<file path="src/rtl/beamform_defines.svh">
/* beamformer widths and counts */

`ifndef BEAMFORM_DEFINES_SVH
`define BEAMFORM_DEFINES_SVH

// one real or imaginary sample
`define BF_SAMPLE_WIDTH 16

// one weight component, read as a signed Q1.7 fraction
`define BF_WEIGHT_WIDTH 8

// samples per beat half and antenna channels summed per beat
`define BF_LANES 8
`define BF_CHANNELS 4

// fraction bits of a weight, removed by one arithmetic shift after the sum
`define BF_FRAC_BITS 7

// a 16x8 product plus one bit for the add inside the complex product
`define BF_PRODUCT_WIDTH (`BF_SAMPLE_WIDTH + `BF_WEIGHT_WIDTH + 1)

// two more bits cover the sum of four channels
`define BF_SUM_WIDTH (`BF_PRODUCT_WIDTH + 2)

// one beat half carries all lanes side by side
`define BF_WORD_WIDTH (`BF_SAMPLE_WIDTH * `BF_LANES)

`endif

</file>
<file path="src/rtl/beamform_pkg.sv">
/* beamformer shared types */

package beamform_pkg;

    `include "beamform_defines.svh"

    // one signed sample of a real or imaginary stream
    typedef logic signed [`BF_SAMPLE_WIDTH-1:0] sample_t;

    // one signed weight component in Q1.7
    typedef logic signed [`BF_WEIGHT_WIDTH-1:0] weight_t;

    // one component of a complex product, full width and unscaled
    typedef logic signed [`BF_PRODUCT_WIDTH-1:0] product_t;

    // one component of the four-channel sum before the shift
    typedef logic signed [`BF_SUM_WIDTH-1:0] sum_t;

    // one beat half, lane 0 sits in the low sixteen bits
    typedef sample_t [`BF_LANES-1:0] word_t;

    // products of one channel, one per lane with lane 0 in the low bits
    typedef product_t [`BF_LANES-1:0] product_word_t;

endpackage

</file>
<file path="src/rtl/beam_sum_output.sv">
/* channel sum, scale and saturate */

`timescale 1ns/100ps

`include "beamform_defines.svh"

module beam_sum_output (
    input  logic                        clock,
    input  logic                        resetn,

    // input side strobes, taken straight from the top level ports
    input  logic                        in_valid,
    input  logic                        in_last,

    // registered products of all four channels
    input  beamform_pkg::product_word_t prod_re [`BF_CHANNELS],
    input  beamform_pkg::product_word_t prod_im [`BF_CHANNELS],

    // summed beam, three edges after the beat entered
    output beamform_pkg::word_t         out_re,
    output beamform_pkg::word_t         out_im,
    output logic                        out_valid,
    output logic                        out_last
);

    // clamp limits of a signed sample, held at the sum width for compares
    localparam beamform_pkg::sum_t sat_max = (2 ** (`BF_SAMPLE_WIDTH - 1)) - 1;
    localparam beamform_pkg::sum_t sat_min = -(2 ** (`BF_SAMPLE_WIDTH - 1));

    // the first two delay stages, out_valid and out_last are the third
    logic [1:0] valid_pipe;
    logic [1:0] last_pipe;

    // four-channel sums per lane before scaling
    beamform_pkg::sum_t sum_re [`BF_LANES];
    beamform_pkg::sum_t sum_im [`BF_LANES];

    // drops the Q1.7 fraction bits and clamps to the sample range
    function automatic beamform_pkg::sample_t scale_saturate(beamform_pkg::sum_t value);
        beamform_pkg::sum_t shifted;

        // arithmetic shift, so negative sums round toward minus infinity
        shifted = value >>> `BF_FRAC_BITS;
        if (shifted > sat_max) begin
            return beamform_pkg::sample_t'(sat_max);
        end else if (shifted < sat_min) begin
            return beamform_pkg::sample_t'(sat_min);
        end
        return shifted[`BF_SAMPLE_WIDTH-1:0];
    endfunction

    // each product is sign extended into the sum width before the add
    always_comb begin
        for (int lane = 0; lane < `BF_LANES; lane++) begin
            sum_re[lane] = '0;
            sum_im[lane] = '0;
            for (int ch = 0; ch < `BF_CHANNELS; ch++) begin
                sum_re[lane] = sum_re[lane] + beamform_pkg::product_t'(prod_re[ch][lane]);
                sum_im[lane] = sum_im[lane] + beamform_pkg::product_t'(prod_im[ch][lane]);
            end
        end
    end

    // valid and last walk alongside the data through capture, products
    // and this output register
    always_ff @(posedge clock) begin
        if (!resetn) begin
            valid_pipe <= '0;
            last_pipe  <= '0;
            out_valid  <= 1'b0;
            out_last   <= 1'b0;
        end else begin
            valid_pipe <= {valid_pipe[0], in_valid};
            last_pipe  <= {last_pipe[0], in_last};
            out_valid  <= valid_pipe[1];
            // a last flag without its beat is not passed on
            out_last   <= last_pipe[1] & valid_pipe[1];
        end
    end

    // idle cycles leave the products of the previous beat in place, so the
    // data is forced to zero whenever the aligned valid is low
    always_ff @(posedge clock) begin
        if (!resetn) begin
            out_re <= '0;
            out_im <= '0;
        end else if (valid_pipe[1]) begin
            for (int lane = 0; lane < `BF_LANES; lane++) begin
                out_re[lane] <= scale_saturate(sum_re[lane]);
                out_im[lane] <= scale_saturate(sum_im[lane]);
            end
        end else begin
            out_re <= '0;
            out_im <= '0;
        end
    end

endmodule

</file>
<file path="config.mk">
export PLATFORM = sky130hd
export DESIGN_NAME = beam_sum_output
export DESIGN_NICKNAME = d
export VERILOG_FILES = /design/src/rtl/beamform_pkg.sv /design/src/rtl/beam_sum_output.sv
export VERILOG_INCLUDE_DIRS = /design/src /design/src/rtl
export SDC_FILE = /design/constraint.sdc
export NUM_CORES = 2
export LEC_CHECK = 0
export ABC_AREA = 0
export BUFFER_PORTS_ARGS = -buffer_cell sky130_fd_sc_hd__clkbuf_2
export CAP_MARGIN = 20
export CORE_AREA = 2 2 722 724
export CTS_BUF_LIST = sky130_fd_sc_hd__clkbuf_8 sky130_fd_sc_hd__clkbuf_16
export CTS_CLUSTER_SIZE = 28
export DETAILED_ROUTE_END_ITERATION = 12
export DIE_AREA = 0 0 724 726
export MAX_ROUTING_LAYER = met4
export SETUP_SLACK_MARGIN = 0.4
export SYNTH_ARGS = -nofsm -noshare
export SYNTH_HDL_FRONTEND = slang
export SYNTH_SLANG_ARGS = --single-unit
</file>
<file path="constraint.sdc">
create_clock -name clock -period 10.97 [get_ports clock]
set_clock_uncertainty 0.15 [all_clocks]
set_input_delay 0 -clock clock [delete_from_list [all_inputs] [get_ports clock]]
set_output_delay 0 -clock clock [all_outputs]
set_load 0.05 [all_outputs]
</file>
==> impl_metrics.sql <==
INSERT INTO impl_metrics (metric_group, metric, value, unit) VALUES
('pwr', 'total_leakage_power', '0.0373', 'µW'),
('synth', 'most_instantiated_library_cell_after_synthesis', 'sky130_fd_sc_hd__inv_1', ''),
('synth', 'syn-instance-count', '5587', ''),
('synth', 'ys_top_cells_by_count', 'sky130_fd_sc_hd__inv_1 (2307), sky130_fd_sc_hd__fa_1 (800), sky130_fd_sc_hd__ha_1 (384), sky130_fd_sc_hd__dfxtp_1 (262), sky130_fd_sc_hd__a21oi_1 (213)', ''),
('detailed_routing', 'via_count', '45700', ''),
('timing', 'tightestPinTransition', '1.25', 'ns'),
('synth', 'synthDominantAreaCellType', 'sky130_fd_sc_hd__fa_1', ''),
('timing', 'period_share', '44.8', '%'),
('placed_design', 'dpl.hpwl', '361', 'mm'),
('setup_path', 'crit_path_start_kind', 'input port', ''),
('global_route', 'grt_start_max_net_pins', '16', ''),
('pwr', 'pwr_dens', '144', 'mW/mm²'),
('setup_path', 'worst_setup_path_end_kind', 'register', ''),
('timing', 'timing.final.crit_period', '4.92', 'ns'),
('pwr', 'p_switching', '5230', 'µW'),
('synth', 'synth-main-ff-cell', 'sky130_fd_sc_hd__dfxtp_1', ''),
('placed_design', 'io_buffers', '1861', ''),
('global_route', 'grt_pass1_wl', '470', 'mm'),
('timing', 'slew_headroom', '16.6', '%'),
('clock_network', 'htreeDepth', '2', ''),
('floorplanning', 'chipHeight', '726', 'µm'),
('floorplanning', 'top_level_ports', '1862', ''),
('placed_design', 'dpl-instance-area', '0.0645', 'mm²'),
('setup_path', 'setup.worst_path.class', 'input port to register', ''),
('timing', 'rsz0062_at_grt', 'false', ''),
('outcome', 'outcome', 'completed', ''),
('timing', 'achievable_clock_frequency', '203', 'MHz'),
('clock_network', 'cts.root.buffer_cell', 'sky130_fd_sc_hd__clkbuf_16', ''),
('synth', 'ys_types', '78', ''),
('synth', 'syn_area_per_cell', '8.32', 'µm²'),
('pwr', 'int_power', '4590', 'µW'),
('global_route', 'grt_overflow', '0', ''),
('floorplanning', 'rows', '265', ''),
('floorplanning', 'initial_core_util', '8.96', '%'),
('pwr', 'p_seq_share', '11.5', '%'),
('synth', 'synth-async-reset-ratio', '0', '%'),
('hold_path', 'hold_path.class', 'input port to register', ''),
('cells_and_area', 'flow.area_growth_from_synthesis', '46.5', '%'),
('setup_path', 'r2r_start', 'valid_pipe[1]$_SDFF_PN0_', ''),
('floorplanning', 'floorplan_core_area', '0.519', 'mm²'),
('setup_path', 'worst_ep_arrival_time', '5.27', 'ns'),
('clock_network', 'cts_tree', 'yes', ''),
('global_route', 'grtUsageTotal', '14.5', '%'),
('detailed_routing', 'drtPass1Iterations', '8', ''),
('clock_network', 'clock_path_buffers', '3', ''),
('setup_path', 'worst_setup_path_startpoint', 'prod_re[180]', ''),
('setup_path', 'critical-path-top-delay-family', 'compound AO/OA/AOI/OAI gates', ''),
('setup_path', 'reg2reg_to', 'out_im[110]$_SDFF_PN0_', ''),
('timing', 'final-setup-viol-count', '0', ''),
('clock_network', 'cts_num_sinks', '262', ''),
('detailed_routing', 'antenna_violating_nets_left', '0', ''),
('timing', 'setup_tns', '0', 'ns'),
('synth', 'synth_enable_flop_cells', '0', ''),
('setup_path', 'slowest_cell_on_the_critical_path', 'sky130_fd_sc_hd__a32oi_1', ''),
('detailed_routing', 'drt-wirelength-per-cell', '25.5', 'µm'),
('cells_and_area', 'finish.net_count', '10400', ''),
('setup_path', 'critical_path.max_stage_delay', '0.98', 'ns'),
('setup_path', 'r2r_setup_slack', '7.85', 'ns'),
('setup_path', 'path_depth', '16', ''),
('detailed_routing', 'drt-initial-drc-count', '3105', ''),
('setup_path', 'worst-endpoint-required', '11.32', 'ns'),
('pwr', 'power.combinational.fraction', '73.3', '%'),
('pwr', 'vdd_ir_drop_max', '105', 'µV'),
('timing', 'count_of_endpoints_failing_hold_in_the_final_timing_report', '0', ''),
('cells_and_area', 'fin_util', '13.1', '%'),
('detailed_routing', 'wl', '381', 'mm'),
('synth', 'yosys_warnings', '0', ''),
('clock_network', 'clock_slew_at_reported_path_ffs', '0.06', 'ns'),
('clock_network', 'cts-buffers-inserted', '41', ''),
('pwr', 'design_power_total', '9820', 'µW'),
('detailed_routing', 'route.detailed.vias_per_inst', '3.06', '');
[registers in the layout, indices dropped and copies added (netlist names)]
name / cells
last_pipe: 2
valid_pipe: 2
out_im: 128
out_re: 128
out_last: 1
out_valid: 1
[layout by cell type, fill, tap and decap left out, drive strengths merged, types with 8 or more instances in the layout]
master	n
and2	28
nand3	42
nor2	164
nand4b	11
nor3	59
o31ai	14
a221o	10
ha	384
a21oi	215
o2111ai	13
fa	800
o21a	133
dlygate4sd3	117
dfxtp	262
buf	23
or3	25
nor2b	37
o31a	11
inv	2315
a21boi	24
o211ai	17
nor4	8
nand3b	8
and3	32
a31oi	22
a211oi	23
xnor2	158
nand2b	31
and4b	8
nand2	103
and4	10
xor2	115
clkbuf	1911
nand4	26
diode	371
o21ai	169
a21o	150
o21bai	23
or2	14
[cells by family after synthesis]
group	synth area share [%]
flops	11.3
buf+inv	19.0
mux	0.151
simple gates	6.96
compound gates	12.6
fa+ha+maj	44.8
xor+xnor	5.14
[layout make-up]
cell class / count / area, µm² / share of cell area, %
clock inverter: 23 / 243 / 0.357
multi-input combinational: 2975 / 32500 / 47.7
inverter: 2307 / 8660 / 12.7
sequential: 262 / 5250 / 7.71
timing repair buffer: 2001 / 10700 / 15.7
clock buffer: 50 / 1170 / 1.72
tap: 6942 / 8690 / 12.8
antenna: 371 / 928 / 1.36
[worst reg2reg max path, cell delays in order, from the launching register on]
cell and delay [ns]:
sky130_fd_sc_hd__dfxtp_1 0.36, sky130_fd_sc_hd__nand2_4 0.23, sky130_fd_sc_hd__inv_4 0.53, sky130_fd_sc_hd__buf_4 0.50
sky130_fd_sc_hd__and3_1 0.28, sky130_fd_sc_hd__a32oi_1 0.10, sky130_fd_sc_hd__buf_4 0.24, sky130_fd_sc_hd__o21ai_0 0.53
[layer usage]
layer	GRT usage (%)	part of all wire (%)	up-vias	wire length [µm]
li1	-	-	20800	-
met1	16.4	39	22200	150000
met2	22.2	45	2162	172000
met3	6.37	11	534	42700
met4	5.83	4.3	0	16200
met5	-	0	-	0
[power groups by stage]
stage	clock (µW)	combinational (µW)	sequential, µW
finish	1500	7190	1130
global route	1610	7940	1130
CTS	1600	7250	1130
detailed placement	0	7060	1150
global placement	0	7020	1150
floorplan	0	4090	1520
[timing repair]
action / 4_1_cts / 5_1_grt
setup endpoints to repair: 0 / 0
endpoints found under the hold margin: 78 / 0
hold buffers: 117 / 0
setup buffers: 0 / 0
[worst min-delay path by stage]
stage | to | depth (start not counted) | start
3_5_place_dp | last_pipe[0]$_SDFF_PN0_ | 2 | in_last
5_1_grt | out_re[14]$_SDFF_PN0_ | 6 | prod_re[621]
2_1_floorplan | last_pipe[0]$_SDFF_PN0_ | 1 | resetn
6_report | out_im[2]$_SDFF_PN0_ | 7 | prod_im[609]
3_3_place_gp | last_pipe[0]$_SDFF_PN0_ | 2 | in_last
4_1_cts | out_im[67]$_SDFF_PN0_ | 10 | prod_im[708]
[stage by stage]
stage               cells  hold WS [ns]
floorplan            5587       -0.0283
finish              14900         0.114
CTS                 14600      0.000829
global placement    14400        0.0759
detailed placement  14400        0.0862
global route        14900        0.0776
(Power assumes the default switching activity.)
