==> config.mk <==
export PLATFORM = sky130hd
export DESIGN_NAME = beam_weight_bank
export DESIGN_NICKNAME = d
export VERILOG_FILES = /design/src/rtl/beamform_pkg.sv /design/src/rtl/beam_weight_bank.sv
export VERILOG_INCLUDE_DIRS = /design/src /design/src/rtl
export SDC_FILE = /design/constraint.sdc
export NUM_CORES = 1
export LEC_CHECK = 0
export BUFFER_PORTS_ARGS = -buffer_cell sky130_fd_sc_hd__buf_2
export CORE_MARGIN = 4
export CORE_UTILIZATION = 44
export DETAILED_ROUTE_END_ITERATION = 16
export PLACE_DENSITY = 0.79
export RECOVER_POWER = 50
export SLEW_MARGIN = 20
export SYNTH_ARGS = -nofsm -noshare
export SYNTH_HDL_FRONTEND = slang
export SYNTH_SLANG_ARGS = --single-unit
==> constraint.sdc <==
create_clock -name clock -period 1.3 [get_ports clock]
set_clock_uncertainty 0.15 [all_clocks]
set_input_delay 0.13 -clock clock [delete_from_list [all_inputs] [get_ports clock]]
set_output_delay 0.13 -clock clock [all_outputs]
set_load 0.005 [all_outputs]
==> src/rtl/beamform_defines.svh <==
/* beamformer widths and counts */

`ifndef BEAMFORM_DEFINES_SVH
`define BEAMFORM_DEFINES_SVH

// one real or imaginary sample
`define BF_SAMPLE_WIDTH 16

// one weight component, read as a signed Q1.7 fraction
`define BF_WEIGHT_WIDTH 8

// samples per beat half and antenna channels summed per beat
`define BF_LANES 8
`define BF_CHANNELS 4

// fraction bits of a weight, removed by one arithmetic shift after the sum
`define BF_FRAC_BITS 7

// a 16x8 product plus one bit for the add inside the complex product
`define BF_PRODUCT_WIDTH (`BF_SAMPLE_WIDTH + `BF_WEIGHT_WIDTH + 1)

// two more bits cover the sum of four channels
`define BF_SUM_WIDTH (`BF_PRODUCT_WIDTH + 2)

// one beat half carries all lanes side by side
`define BF_WORD_WIDTH (`BF_SAMPLE_WIDTH * `BF_LANES)

`endif

==> src/rtl/beamform_pkg.sv <==
/* beamformer shared types */

package beamform_pkg;

    `include "beamform_defines.svh"

    // one signed sample of a real or imaginary stream
    typedef logic signed [`BF_SAMPLE_WIDTH-1:0] sample_t;

    // one signed weight component in Q1.7
    typedef logic signed [`BF_WEIGHT_WIDTH-1:0] weight_t;

    // one component of a complex product, full width and unscaled
    typedef logic signed [`BF_PRODUCT_WIDTH-1:0] product_t;

    // one component of the four-channel sum before the shift
    typedef logic signed [`BF_SUM_WIDTH-1:0] sum_t;

    // one beat half, lane 0 sits in the low sixteen bits
    typedef sample_t [`BF_LANES-1:0] word_t;

    // products of one channel, one per lane with lane 0 in the low bits
    typedef product_t [`BF_LANES-1:0] product_word_t;

endpackage

==> src/rtl/beam_weight_bank.sv <==
/* channel weight register bank */

`timescale 1ns/100ps

`include "beamform_defines.svh"

module beam_weight_bank (
    input  logic                  clock,
    input  logic                  resetn,

    // load strobe and the four complex weights it captures
    input  logic                  weight_load,
    input  beamform_pkg::weight_t weight_re [`BF_CHANNELS],
    input  beamform_pkg::weight_t weight_im [`BF_CHANNELS],

    // held weights, one pair per channel multiplier
    output beamform_pkg::weight_t coef_re [`BF_CHANNELS],
    output beamform_pkg::weight_t coef_im [`BF_CHANNELS]
);

    // the weights only change on a load, so beats that stream through
    // between two loads all see the same set
    // new values show up on coef one cycle after the strobe
    always_ff @(posedge clock) begin
        if (!resetn) begin
            // a zero weight set mutes every channel until the first load
            for (int ch = 0; ch < `BF_CHANNELS; ch++) begin
                coef_re[ch] <= '0;
                coef_im[ch] <= '0;
            end
        end else if (weight_load) begin
            // all four pairs reload together, there is no per-channel write
            for (int ch = 0; ch < `BF_CHANNELS; ch++) begin
                coef_re[ch] <= weight_re[ch];
                coef_im[ch] <= weight_im[ch];
            end
        end
    end

    // a load in the same cycle as a beat affects that beat too, since the
    // products are formed one edge after the beat is captured

endmodule

==> flow_summary.json, run 1 <==
{
  "die_area_um2": 6830,
  "synth_xor_area_frac": 0,
  "crit_path_end_kind": "output port",
  "cts_root_buf": "clkbuf_8",
  "synth_top_family_by_area": "multiplexers",
  "synth_fa_ha_area_frac": 0,
  "netlist_area_um2": 2450,
  "drv_slew": 0,
  "grt_pass1_wl_um": 10200,
  "slowest_delay_ns": 0.35,
  "cp.required_ns": 1.02,
  "drtPass1Iterations": 4,
  "ys_warn_count": 0,
  "synth.avg_cell_area_um2": 11.9,
  "worst_ep_arrival_time_ns": 0.79,
  "syn_inst": 206,
  "leakagePower_uw": 0.00200,
  "place.gp.congestion": 0.685,
  "hold_class": "in2reg",
  "wl_per_cell_um": 13.9,
  "clock-sinks": 64,
  "drt_iter0_drc": 39,
  "slew-limit-headroom": 0.417,
  "die_h_um": 82.6,
  "crit_family": "flip-flops",
  "start_util": 0.468,
  "ys_ff_latch": 64,
  "routed_wl_um": 6610,
  "setup.worst_path.start_class": "flop",
  "vdd_drop_max_mv": 0.717,
  "drive_gt1_frac": 0.367,
  "drcViolationCount": 0,
  "crit_slowest_cell": "dfxtp_1",
  "io_buffers": 130,
  "place_hpwl_um": 3850,
  "vias": 2098,
  "final_cell_mix": "128 x buf_2, 64 x mux2i_1, 64 x nor2b_1, 64 x dfxtp_1, 64 x dlygate4sd3_1",
  "fin_crit_ns": 1.07,
  "outcome": "finished, final reports clean",
  "crit_chain": "buf_2",
  "tightestPinTransition_ns": 0.874,
  "syn_nets": 273,
  "cts_resized": 0,
  "mostFrequentLayoutCell": "buf_2",
  "num_rows": 26,
  "coreArea_um2": 5240,
  "first_global_vias": 2242,
  "ys_seq_area_frac": 0.523,
  "cts_tree": "yes",
  "finalCoreUtilization": 0.755,
  "ant_nets": 0,
  "finalSetupTns_ns": 0,
  "grt_usage": 0.199,
  "period_share": 0.824,
  "synth_compound_area_frac": 0,
  "antenna_found_initial": 0,
  "clk_pin_slew_ns": 0.07,
  "htree_levels": 3,
  "maxCapViolCount": 0,
  "cts_buffer_depth": 2,
  "setup-violations-final": 0,
  "path_max_fanout": 2,
  "routed_via_density": 4.41,
  "ys_types": 7,
  "clk_latency_ns": 0.31,
  "syn_to_final_growth_pct": 61.4,
  "muxShareOfSynthArea": 0.261,
  "final_nets": 468,
  "grt_max_degree": 65,
  "rsz0062_at_grt": "false",
  "cts_made_buffers": 9,
  "p_per_area_nw_per_um2": 1100,
  "num_antenna_cells": 0,
  "path_class": "reg2out",
  "die_w_um": 82.6,
  "fmaxAchievable_mhz": 934,
  "critPathBufInv": 1,
  "overflow": 0,
  "synth-simple-area-share": 0.163,
  "hold_viol_final": 0,
  "design.portCount": 131
}
## what timing repair did
item / in CTS / in global routing
setup endpoints to repair: 0 / 0
setup buffers: 0 / 0
hold buffers: 64 / 0
endpoints found under the hold margin: 64 / 0
## power by group
part | leakage, uW | total (uW) | switching (uW) | internal, uW
sequential | 0.000529 | 2140 | 56.2 | 2080
combinational | 0.00137 | 696 | 262 | 434
clock | 0.0000992 | 1530 | 693 | 840
## cell usage after synthesis (all sizes together)
cell    instances  area share
clkbuf          7       0.011
buf             7       0.041
nor2b          64        0.16
dfxtp          64        0.52
mux2i          64        0.26
## path summary, 6_finish.rpt
| check | from | end | slack (ns) | cells past startpoint |
|---|---|---|---|---|
| setup / recovery | coef_im[0]$_SDFFE_PN0P_ | coef_im[0] | 0.23 | 1 |
| hold / removal | weight_load | coef_im[19]$_SDFFE_PN0P_ | 0.10 | 3 |
| setup reg to reg | coef_im[2]$_SDFFE_PN0P_ | coef_im[2]$_SDFFE_PN0P_ | 0.47 | 2 |
| hold reg to reg | coef_re[6]$_SDFFE_PN0P_ | coef_re[6]$_SDFFE_PN0P_ | 0.36 | 2 |
## metrics by stage
stage | area (um^2) | total power, uW | hold WS, ns | worst slack, ns | cells
6_report | 3960 | 4360 | 0.105 | 0.229 | 476
5_1_grt | 3960 | 4590 | 0.108 | 0.178 | 476
2_1_floorplan | 2450 | 2470 | 0.149 | 0.371 | 206
3_3_place_gp | 3130 | 2700 | 0.233 | 0.112 | 396
3_5_place_dp | 3130 | 2710 | 0.246 | 0.0781 | 396
4_1_cts | 3960 | 4390 | 0.0879 | 0.222 | 476
## per-layer routing
metal  track usage  share of wire  up-vias  routed length, um
li1              -              -     1068                  -
met4        0.0654          0.012        0                 81
met2         0.398           0.56       73               3690
met5             0              0        -                  0
met1         0.191           0.36      947               2390
met3        0.0575          0.068       10                449
## flip-flops by register name, summed over array words and instances (netlist names)
register  cells
coef_im      32
coef_re      32
## final cells by class
class                      count  area [um^2]
clock buffer                  13          169
clock inverter                 3         15.0
fill                         373         1280
multi-input combinational    128         1040
sequential                    64         1280
tap                           70         87.6
timing repair buffer         198         1360
## kinds of logic after synthesis
| kind of cell | Yosys count |
|---|---|
| buffers and inverters | 14 |
| flip-flops | 64 |
| multiplexers | 64 |
| AND/OR/NAND/NOR | 64 |
Note: power is estimated with default switching activity, not from simulation.
==> run 2: changes to the inputs <==
--- a/config.mk
+++ b/config.mk
@@ -6,11 +6,12 @@
 export SDC_FILE = /design/constraint.sdc
 export NUM_CORES = 1
 export LEC_CHECK = 0
+export ABC_AREA = 1
 export BUFFER_PORTS_ARGS = -buffer_cell sky130_fd_sc_hd__buf_2
 export CORE_MARGIN = 4
-export CORE_UTILIZATION = 44
+export CORE_UTILIZATION = 41
 export DETAILED_ROUTE_END_ITERATION = 16
-export PLACE_DENSITY = 0.79
+export PLACE_DENSITY = 0.75
 export RECOVER_POWER = 50
 export SLEW_MARGIN = 20
 export SYNTH_ARGS = -nofsm -noshare
==> constraint.sdc (replaced) <==
create_clock -name clock -period 0.97 [get_ports clock]
set_clock_uncertainty 0.15 [all_clocks]
set_input_delay 0.097 -clock clock [delete_from_list [all_inputs] [get_ports clock]]
set_output_delay 0.097 -clock clock [all_outputs]
set_load 0.005 [all_outputs]
==> run 2 against run 1 <==
Against the previous run:
- the run now ends with negative setup slack left
- largest cell class unchanged
- sequential power rose by 39%
- critical path depth stayed put
- sequential share of layout area down 2.0 points
- cell area rose by 13%
- highest routed layer unchanged
- count of clock-buffer cells in the layout decreased by 1
- combinational power increased by 71%
- synthesized cell count grew 97%
- global-route usage fell by 1.2 points
==> flow_summary.json, run 2 <==
{
  "vdd_drop_max_mv": 0.951,
  "synth_commonest_cells": "128 x nand2_1, 128 x nor2_1, 64 x dfxtp_1, 64 x inv_1, 12 x buf_6",
  "maxCapViolCount": 0,
  "ys_types": 7,
  "hold_class": "in2reg",
  "grt_max_degree": 53,
  "final_nets": 666,
  "violations": "negative setup slack",
  "vias": 2859,
  "first_global_vias": 2639,
  "setup-violations-final": 64,
  "netlist_area_um2": 2670,
  "antenna_found_initial": 0,
  "yosys.area.top_type": "dfxtp_1",
  "ys_seq_area_frac": 0.480,
  "start_util": 0.420,
  "p_comb_frac": 0.195,
  "min_to": "coef_re[0]$_SDFFE_PN0P_",
  "fin_crit_ns": 1.02,
  "tightestPinTransition_ns": 0.205,
  "syn_nets": 472,
  "synth.area.top_cells": "dfxtp_1 48%, nand2_1 18%, nor2_1 18%",
  "syn_to_final_growth_pct": 67.6,
  "drt_iter0_drc": 61,
  "rsz0062_at_grt": "true",
  "clock-sinks": 64,
  "period_share": 1.05,
  "grt_pass1_wl_um": 11600,
  "critPathBufInv": 1,
  "cts_made_buffers": 9,
  "outcome": "finished with violations",
  "r2r_end": "coef_im[22]$_SDFFE_PN0P_",
  "hold_path.startpoint": "resetn",
  "clk_pin_slew_ns": 0.07,
  "syn_inst": 405,
  "overflow": 0,
  "reg_top3": "coef_im x32, coef_re x32",
  "switching_share": 0.256,
  "htree_levels": 3,
  "cp.required_ns": 0.72,
  "power.switching_uw": 1560,
  "power.total_uw": 6090,
  "ant_nets": 0,
  "coreArea_um2": 6350,
  "crit_chain": "buf_6",
  "fmaxAchievable_mhz": 978,
  "drcViolationCount": 0,
  "routed_wl_um": 7980,
  "crit_family": "flip-flops",
  "die_h_um": 88.7,
  "p_int_uw": 4530,
  "drtPass1Iterations": 4,
  "cts_root_buf": "clkbuf_8",
  "drv_slew": 0,
  "hold_depth": 4,
  "async_reset_ff_frac": 0,
  "worst-r2r-cell-count": 3,
  "finalCoreUtilization": 0.705,
  "r2r_start": "coef_im[22]$_SDFFE_PN0P_",
  "io_buffers": 130,
  "p_per_area_nw_per_um2": 1360,
  "drive_gt1_frac": 0.361,
  "cts_buffer_depth": 2,
  "path_class": "reg2out",
  "ys.flop_type": "dfxtp_1",
  "final_cell_mix": "128 x nor2_1, 128 x nand2_1, 92 x buf_2",
  "design.portCount": 131,
  "synth_edf_count": 0,
  "slowest_delay_ns": 0.35,
  "cts_tree": "yes",
  "rrSetupSlack_ns": 0.11,
  "wl_per_cell_um": 11.7,
  "clkPwrFrac": 0.316,
  "place.gp.congestion": 0.736,
  "slew-limit-headroom": 0.863,
  "grt_usage": 0.187,
  "leakagePower_uw": 0.00253,
  "path_max_fanout": 2,
  "routed_via_density": 4.20,
  "setup.worst_path.start_class": "flop",
  "crit_slowest_cell": "dfxtp_2",
  "hold_viol_final": 0,
  "synth_top_cell_area_share": 0.480,
  "die_area_um2": 7870,
  "worst_ep_arrival_time_ns": 0.78,
  "whs_ns": 0.0545,
  "die_w_um": 88.7,
  "clk_latency_ns": 0.31,
  "layout.cells.non_filler": 681,
  "crit_path_end_kind": "output port",
  "p_seq_frac": 0.488,
  "num_rows": 29,
  "synth.avg_cell_area_um2": 6.59,
  "fin_ws_ns": -0.0525,
  "ys_ff_latch": 64,
  "ys_warn_count": 0,
  "place_inst": 598,
  "num_antenna_cells": 0,
  "place_hpwl_um": 4260
}
[run 2: changes by cell type after synthesis]
| cell | delta |
|---|---|
| inv_1 | +64 |
| nor2_1 | +128 |
| buf_2 | +6 |
| buf_4 | +3 |
| buf_6 | +11 |
| clkbuf_2 | -1 |
| nand2_1 | +128 |
| mux2i_1 | -64 |
| buf_8 | -6 |
| nor2b_1 | -64 |
| clkbuf_1 | -6 |
[run 2: worst max-delay path by stage]
stage	from	endpoint	slack (ns)	cells after the start
6_report	coef_im[22]$_SDFFE_PN0P_	coef_im[22]	-0.05	1
5_1_grt	coef_re[21]$_SDFFE_PN0P_	coef_re[21]	-0.09	1
4_1_cts	coef_re[0]$_SDFFE_PN0P_	coef_re[0]	-0.06	1
3_5_place_dp	weight_load	coef_re[19]$_SDFFE_PN0P_	0.04	5
3_3_place_gp	weight_load	coef_re[13]$_SDFFE_PN0P_	0.08	5
2_1_floorplan	weight_load	coef_im[21]$_SDFFE_PN0P_	0.20	5
[run 2: timing repair]
action / in CTS / in global routing
endpoints found under the setup margin: 64 / 64
endpoints found under the hold margin: 64 / 0
hold buffers: 64 / 0
pin swaps: 0 / 0
setup buffers: 1 / 2
gates resized for setup: 67 / 34
[run 2: power groups by stage]
stage	clock network [uW]	registers (uW)	logic (uW)
after global placement	0	2960	818
after CTS	1990	2940	1060
after global routing	2120	2990	1330
after floorplan	0	2980	461
final	1930	2970	1190
after detailed placement	0	2960	838
[run 2: through the flow]
step	setup slack (ns)	TNS, ns	area (um^2)
floorplan	0.197	0	2670
global placement	0.0769	0	3330
detailed placement	0.0378	0	3330
CTS	-0.0632	-3.24	4260
global route	-0.0852	-4.03	4470
finish	-0.0525	-1.97	4470
[run 2: final cells by class]
class	instances	area [um^2]
Sequential cell	64	1360
Inverter	64	240
Tap cell	77	96.3
Timing Repair Buffer	204	1650
Clock inverter	4	20.0
Fill cell	496	1880
Clock buffer	12	145
Multi-Input combinational cell	256	961
[run 2: layer usage]
metal  vias to the layer above  track usage  share of wire
met3                        10       0.0419          0.061
met5                         -            0              0
met4                         0       0.0577          0.012
met1                      1234        0.200           0.36
met2                        89        0.359           0.56
li1                       1526            -              -
[run 2: kinds of logic after synthesis]
family | after synthesis | share of synthesized area
buffers and inverters | 85 | 0.160
flip-flops | 64 | 0.480
AND/OR/NAND/NOR | 256 | 0.360
==> run 3: changes to the inputs <==
--- a/config.mk
+++ b/config.mk
@@ -7,11 +7,11 @@
 export NUM_CORES = 1
 export LEC_CHECK = 0
 export ABC_AREA = 1
-export BUFFER_PORTS_ARGS = -buffer_cell sky130_fd_sc_hd__buf_2
-export CORE_MARGIN = 4
-export CORE_UTILIZATION = 41
+export CORE_MARGIN = 1
+export CORE_UTILIZATION = 56
 export DETAILED_ROUTE_END_ITERATION = 16
-export PLACE_DENSITY = 0.75
+export DONT_BUFFER_PORTS = 1
+export PLACE_DENSITY = 0.74
 export RECOVER_POWER = 50
 export SLEW_MARGIN = 20
 export SYNTH_ARGS = -nofsm -noshare
==> run 3 against run 2 <==
Against the previous run:
- the flow finishes with violations (design-rule violations, negative hold slack)
- register-to-register slack improved by 0.10 ns
- die area decreased by 36%
- combinational power decreased by 50%
- count of clock-buffer cells in the layout increased by 1
- via count decreased by 17%
- largest cell class is now flip-flops and latches
- highest routed layer unchanged
==> flow_summary.json, run 3 (synthesis results as in run 2) <==
{
  "outcome": "finished with violations",
  "violations": "design-rule violations, negative hold slack",
  "clkPwrFrac": 0.388,
  "fillCellCount": 347,
  "clk_pin_slew_ns": 0.07,
  "layout.cells.non_filler": 510,
  "period_share": 0.961,
  "path_class": "reg2out",
  "hold_depth": 2,
  "cts_setup_buffers": 0,
  "fin_crit_ns": 0.932,
  "rrSetupSlack_ns": 0.21,
  "io_buffers": 0,
  "drtPass1Iterations": 10,
  "place_inst": 436,
  "switching_share": 0.225,
  "design.portCount": 131,
  "vias": 2365,
  "die_h_um": 71.1,
  "die_w_um": 71.1,
  "wl_per_cell_um": 11.2,
  "r2r_start": "coef_im[8]$_SDFFE_PN0P_",
  "first_global_vias": 2246,
  "drv_slew": 0,
  "p_per_area_nw_per_um2": 1740,
  "coreArea_um2": 4470,
  "grt_max_degree": 129,
  "p_comb_frac": 0.102,
  "maxCapViolCount": 0,
  "dp_slack_ns": 0.246,
  "setup.worst_path.start_class": "flop",
  "finalCoreUtilization": 0.744,
  "num_antenna_cells": 0,
  "rsz0062_at_grt": "false",
  "drive_gt1_frac": 0.0306,
  "p_int_uw": 4490,
  "crit_path_end_kind": "output port",
  "num_rows": 24,
  "drt_iter0_drc": 88,
  "slew-limit-headroom": 0.731,
  "cts_buffer_depth": 2,
  "worst_ep_arrival_time_ns": 0.69,
  "cts_root_buf": "clkbuf_8",
  "clk_latency_ns": 0.32,
  "min_to": "coef_re[7]$_SDFFE_PN0P_",
  "grt_usage": 0.231,
  "vdd_drop_max_mv": 1.11,
  "worst-r2r-cell-count": 2,
  "syn_to_final_growth_pct": 24.7,
  "hold_path.startpoint": "weight_load",
  "ant_nets": 0,
  "overflow": 0,
  "p_seq_frac": 0.511,
  "cp.depth": 0,
  "r2r_end": "coef_im[8]$_SDFFE_PN0P_",
  "fmaxAchievable_mhz": 1070,
  "cts_made_buffers": 9,
  "start_util": 0.597,
  "power.switching_uw": 1300,
  "antenna_found_initial": 0,
  "die_area_um2": 5050,
  "setup-violations-final": 0,
  "leakagePower_uw": 0.00178,
  "place.gp.congestion": 0.700,
  "hold_viol_final": 64,
  "routed_via_density": 4.64,
  "grt_pass1_wl_um": 9180,
  "hold_class": "in2reg",
  "htree_levels": 3,
  "routed_wl_um": 5730,
  "tightestPinTransition_ns": 0.403,
  "fin_ws_ns": 0.0377,
  "cp.required_ns": 0.72,
  "whs_ns": -0.223,
  "reg_top3": "coef_im x32, coef_re x32",
  "drcViolationCount": 8,
  "finalSetupTns_ns": 0,
  "final_cell_mix": "128 x nor2_1, 128 x nand2_1, 64 x inv_1, 64 x dfxtp_1, 57 x dlygate4sd3_1",
  "cts_tree": "yes",
  "clock-sinks": 64,
  "place_hpwl_um": 3050,
  "final_nets": 520,
  "path_max_fanout": 2
}
-- run 3: changes by cell type in the layout (fill, tap and decap cells not counted), sizes merged --
cell          delta
buf            -140
bufinv           +1
clkbuf           +1
clkinv           -2
dlygate4sd3      -7
dlymetal6s4s     +1
-- run 3: layout make-up --
class | instances | area (um^2) | share of cell area
timing repair buffer | 58 | 583 | 0.175
clock inverter | 3 | 40.0 | 0.0120
clock buffer | 13 | 159 | 0.0477
inverter | 64 | 240 | 0.0722
sequential | 64 | 1280 | 0.385
tap | 52 | 65.1 | 0.0195
multi-input combinational | 256 | 961 | 0.289
-- run 3: what timing repair did --
item                                    4_1_cts  5_1_grt
gates resized for setup                       0        1
hold buffers                                 56        2
endpoints found under the hold margin        64       64
endpoints found under the setup margin        0        9
-- run 3: layer usage --
| layer | up-vias | part of all wire | track usage |
|---|---|---|---|
| met5 | - | 0 | 0 |
| met4 | 0 | 0.011 | 0.118 |
| met3 | 6 | 0.066 | 0.0755 |
| met2 | 69 | 0.51 | 0.435 |
| met1 | 1055 | 0.41 | 0.224 |
| li1 | 1235 | - | - |
-- run 3: power by group through the flow --
stage	combinational, uW	clock [uW]	sequential (uW)
3_5_place_dp	353	0	3020
6_report	590	2240	2960
2_1_floorplan	461	0	2980
4_1_cts	571	2300	2960
3_3_place_gp	332	0	3010
5_1_grt	686	2410	2980
-- run 3: how the worst max path moves through the flow --
stage                                   from                  endpoint
floorplan                        weight_load  coef_im[21]$_SDFFE_PN0P_
global placement    coef_im[13]$_SDFFE_PN0P_  coef_im[13]$_SDFFE_PN0P_
detailed placement  coef_im[25]$_SDFFE_PN0P_  coef_im[25]$_SDFFE_PN0P_
CTS                                   resetn  coef_im[22]$_SDFFE_PN0P_
global route         coef_im[8]$_SDFFE_PN0P_                coef_im[8]
finish              coef_re[24]$_SDFFE_PN0P_               coef_re[24]
-- run 3: metrics by stage --
step | area (um^2) | total power [uW]
3_5_place_dp | 2550 | 3370
3_3_place_gp | 2550 | 3340
6_report | 3330 | 5790
4_1_cts | 3310 | 5830
5_1_grt | 3330 | 6070
2_1_floorplan | 2670 | 3440
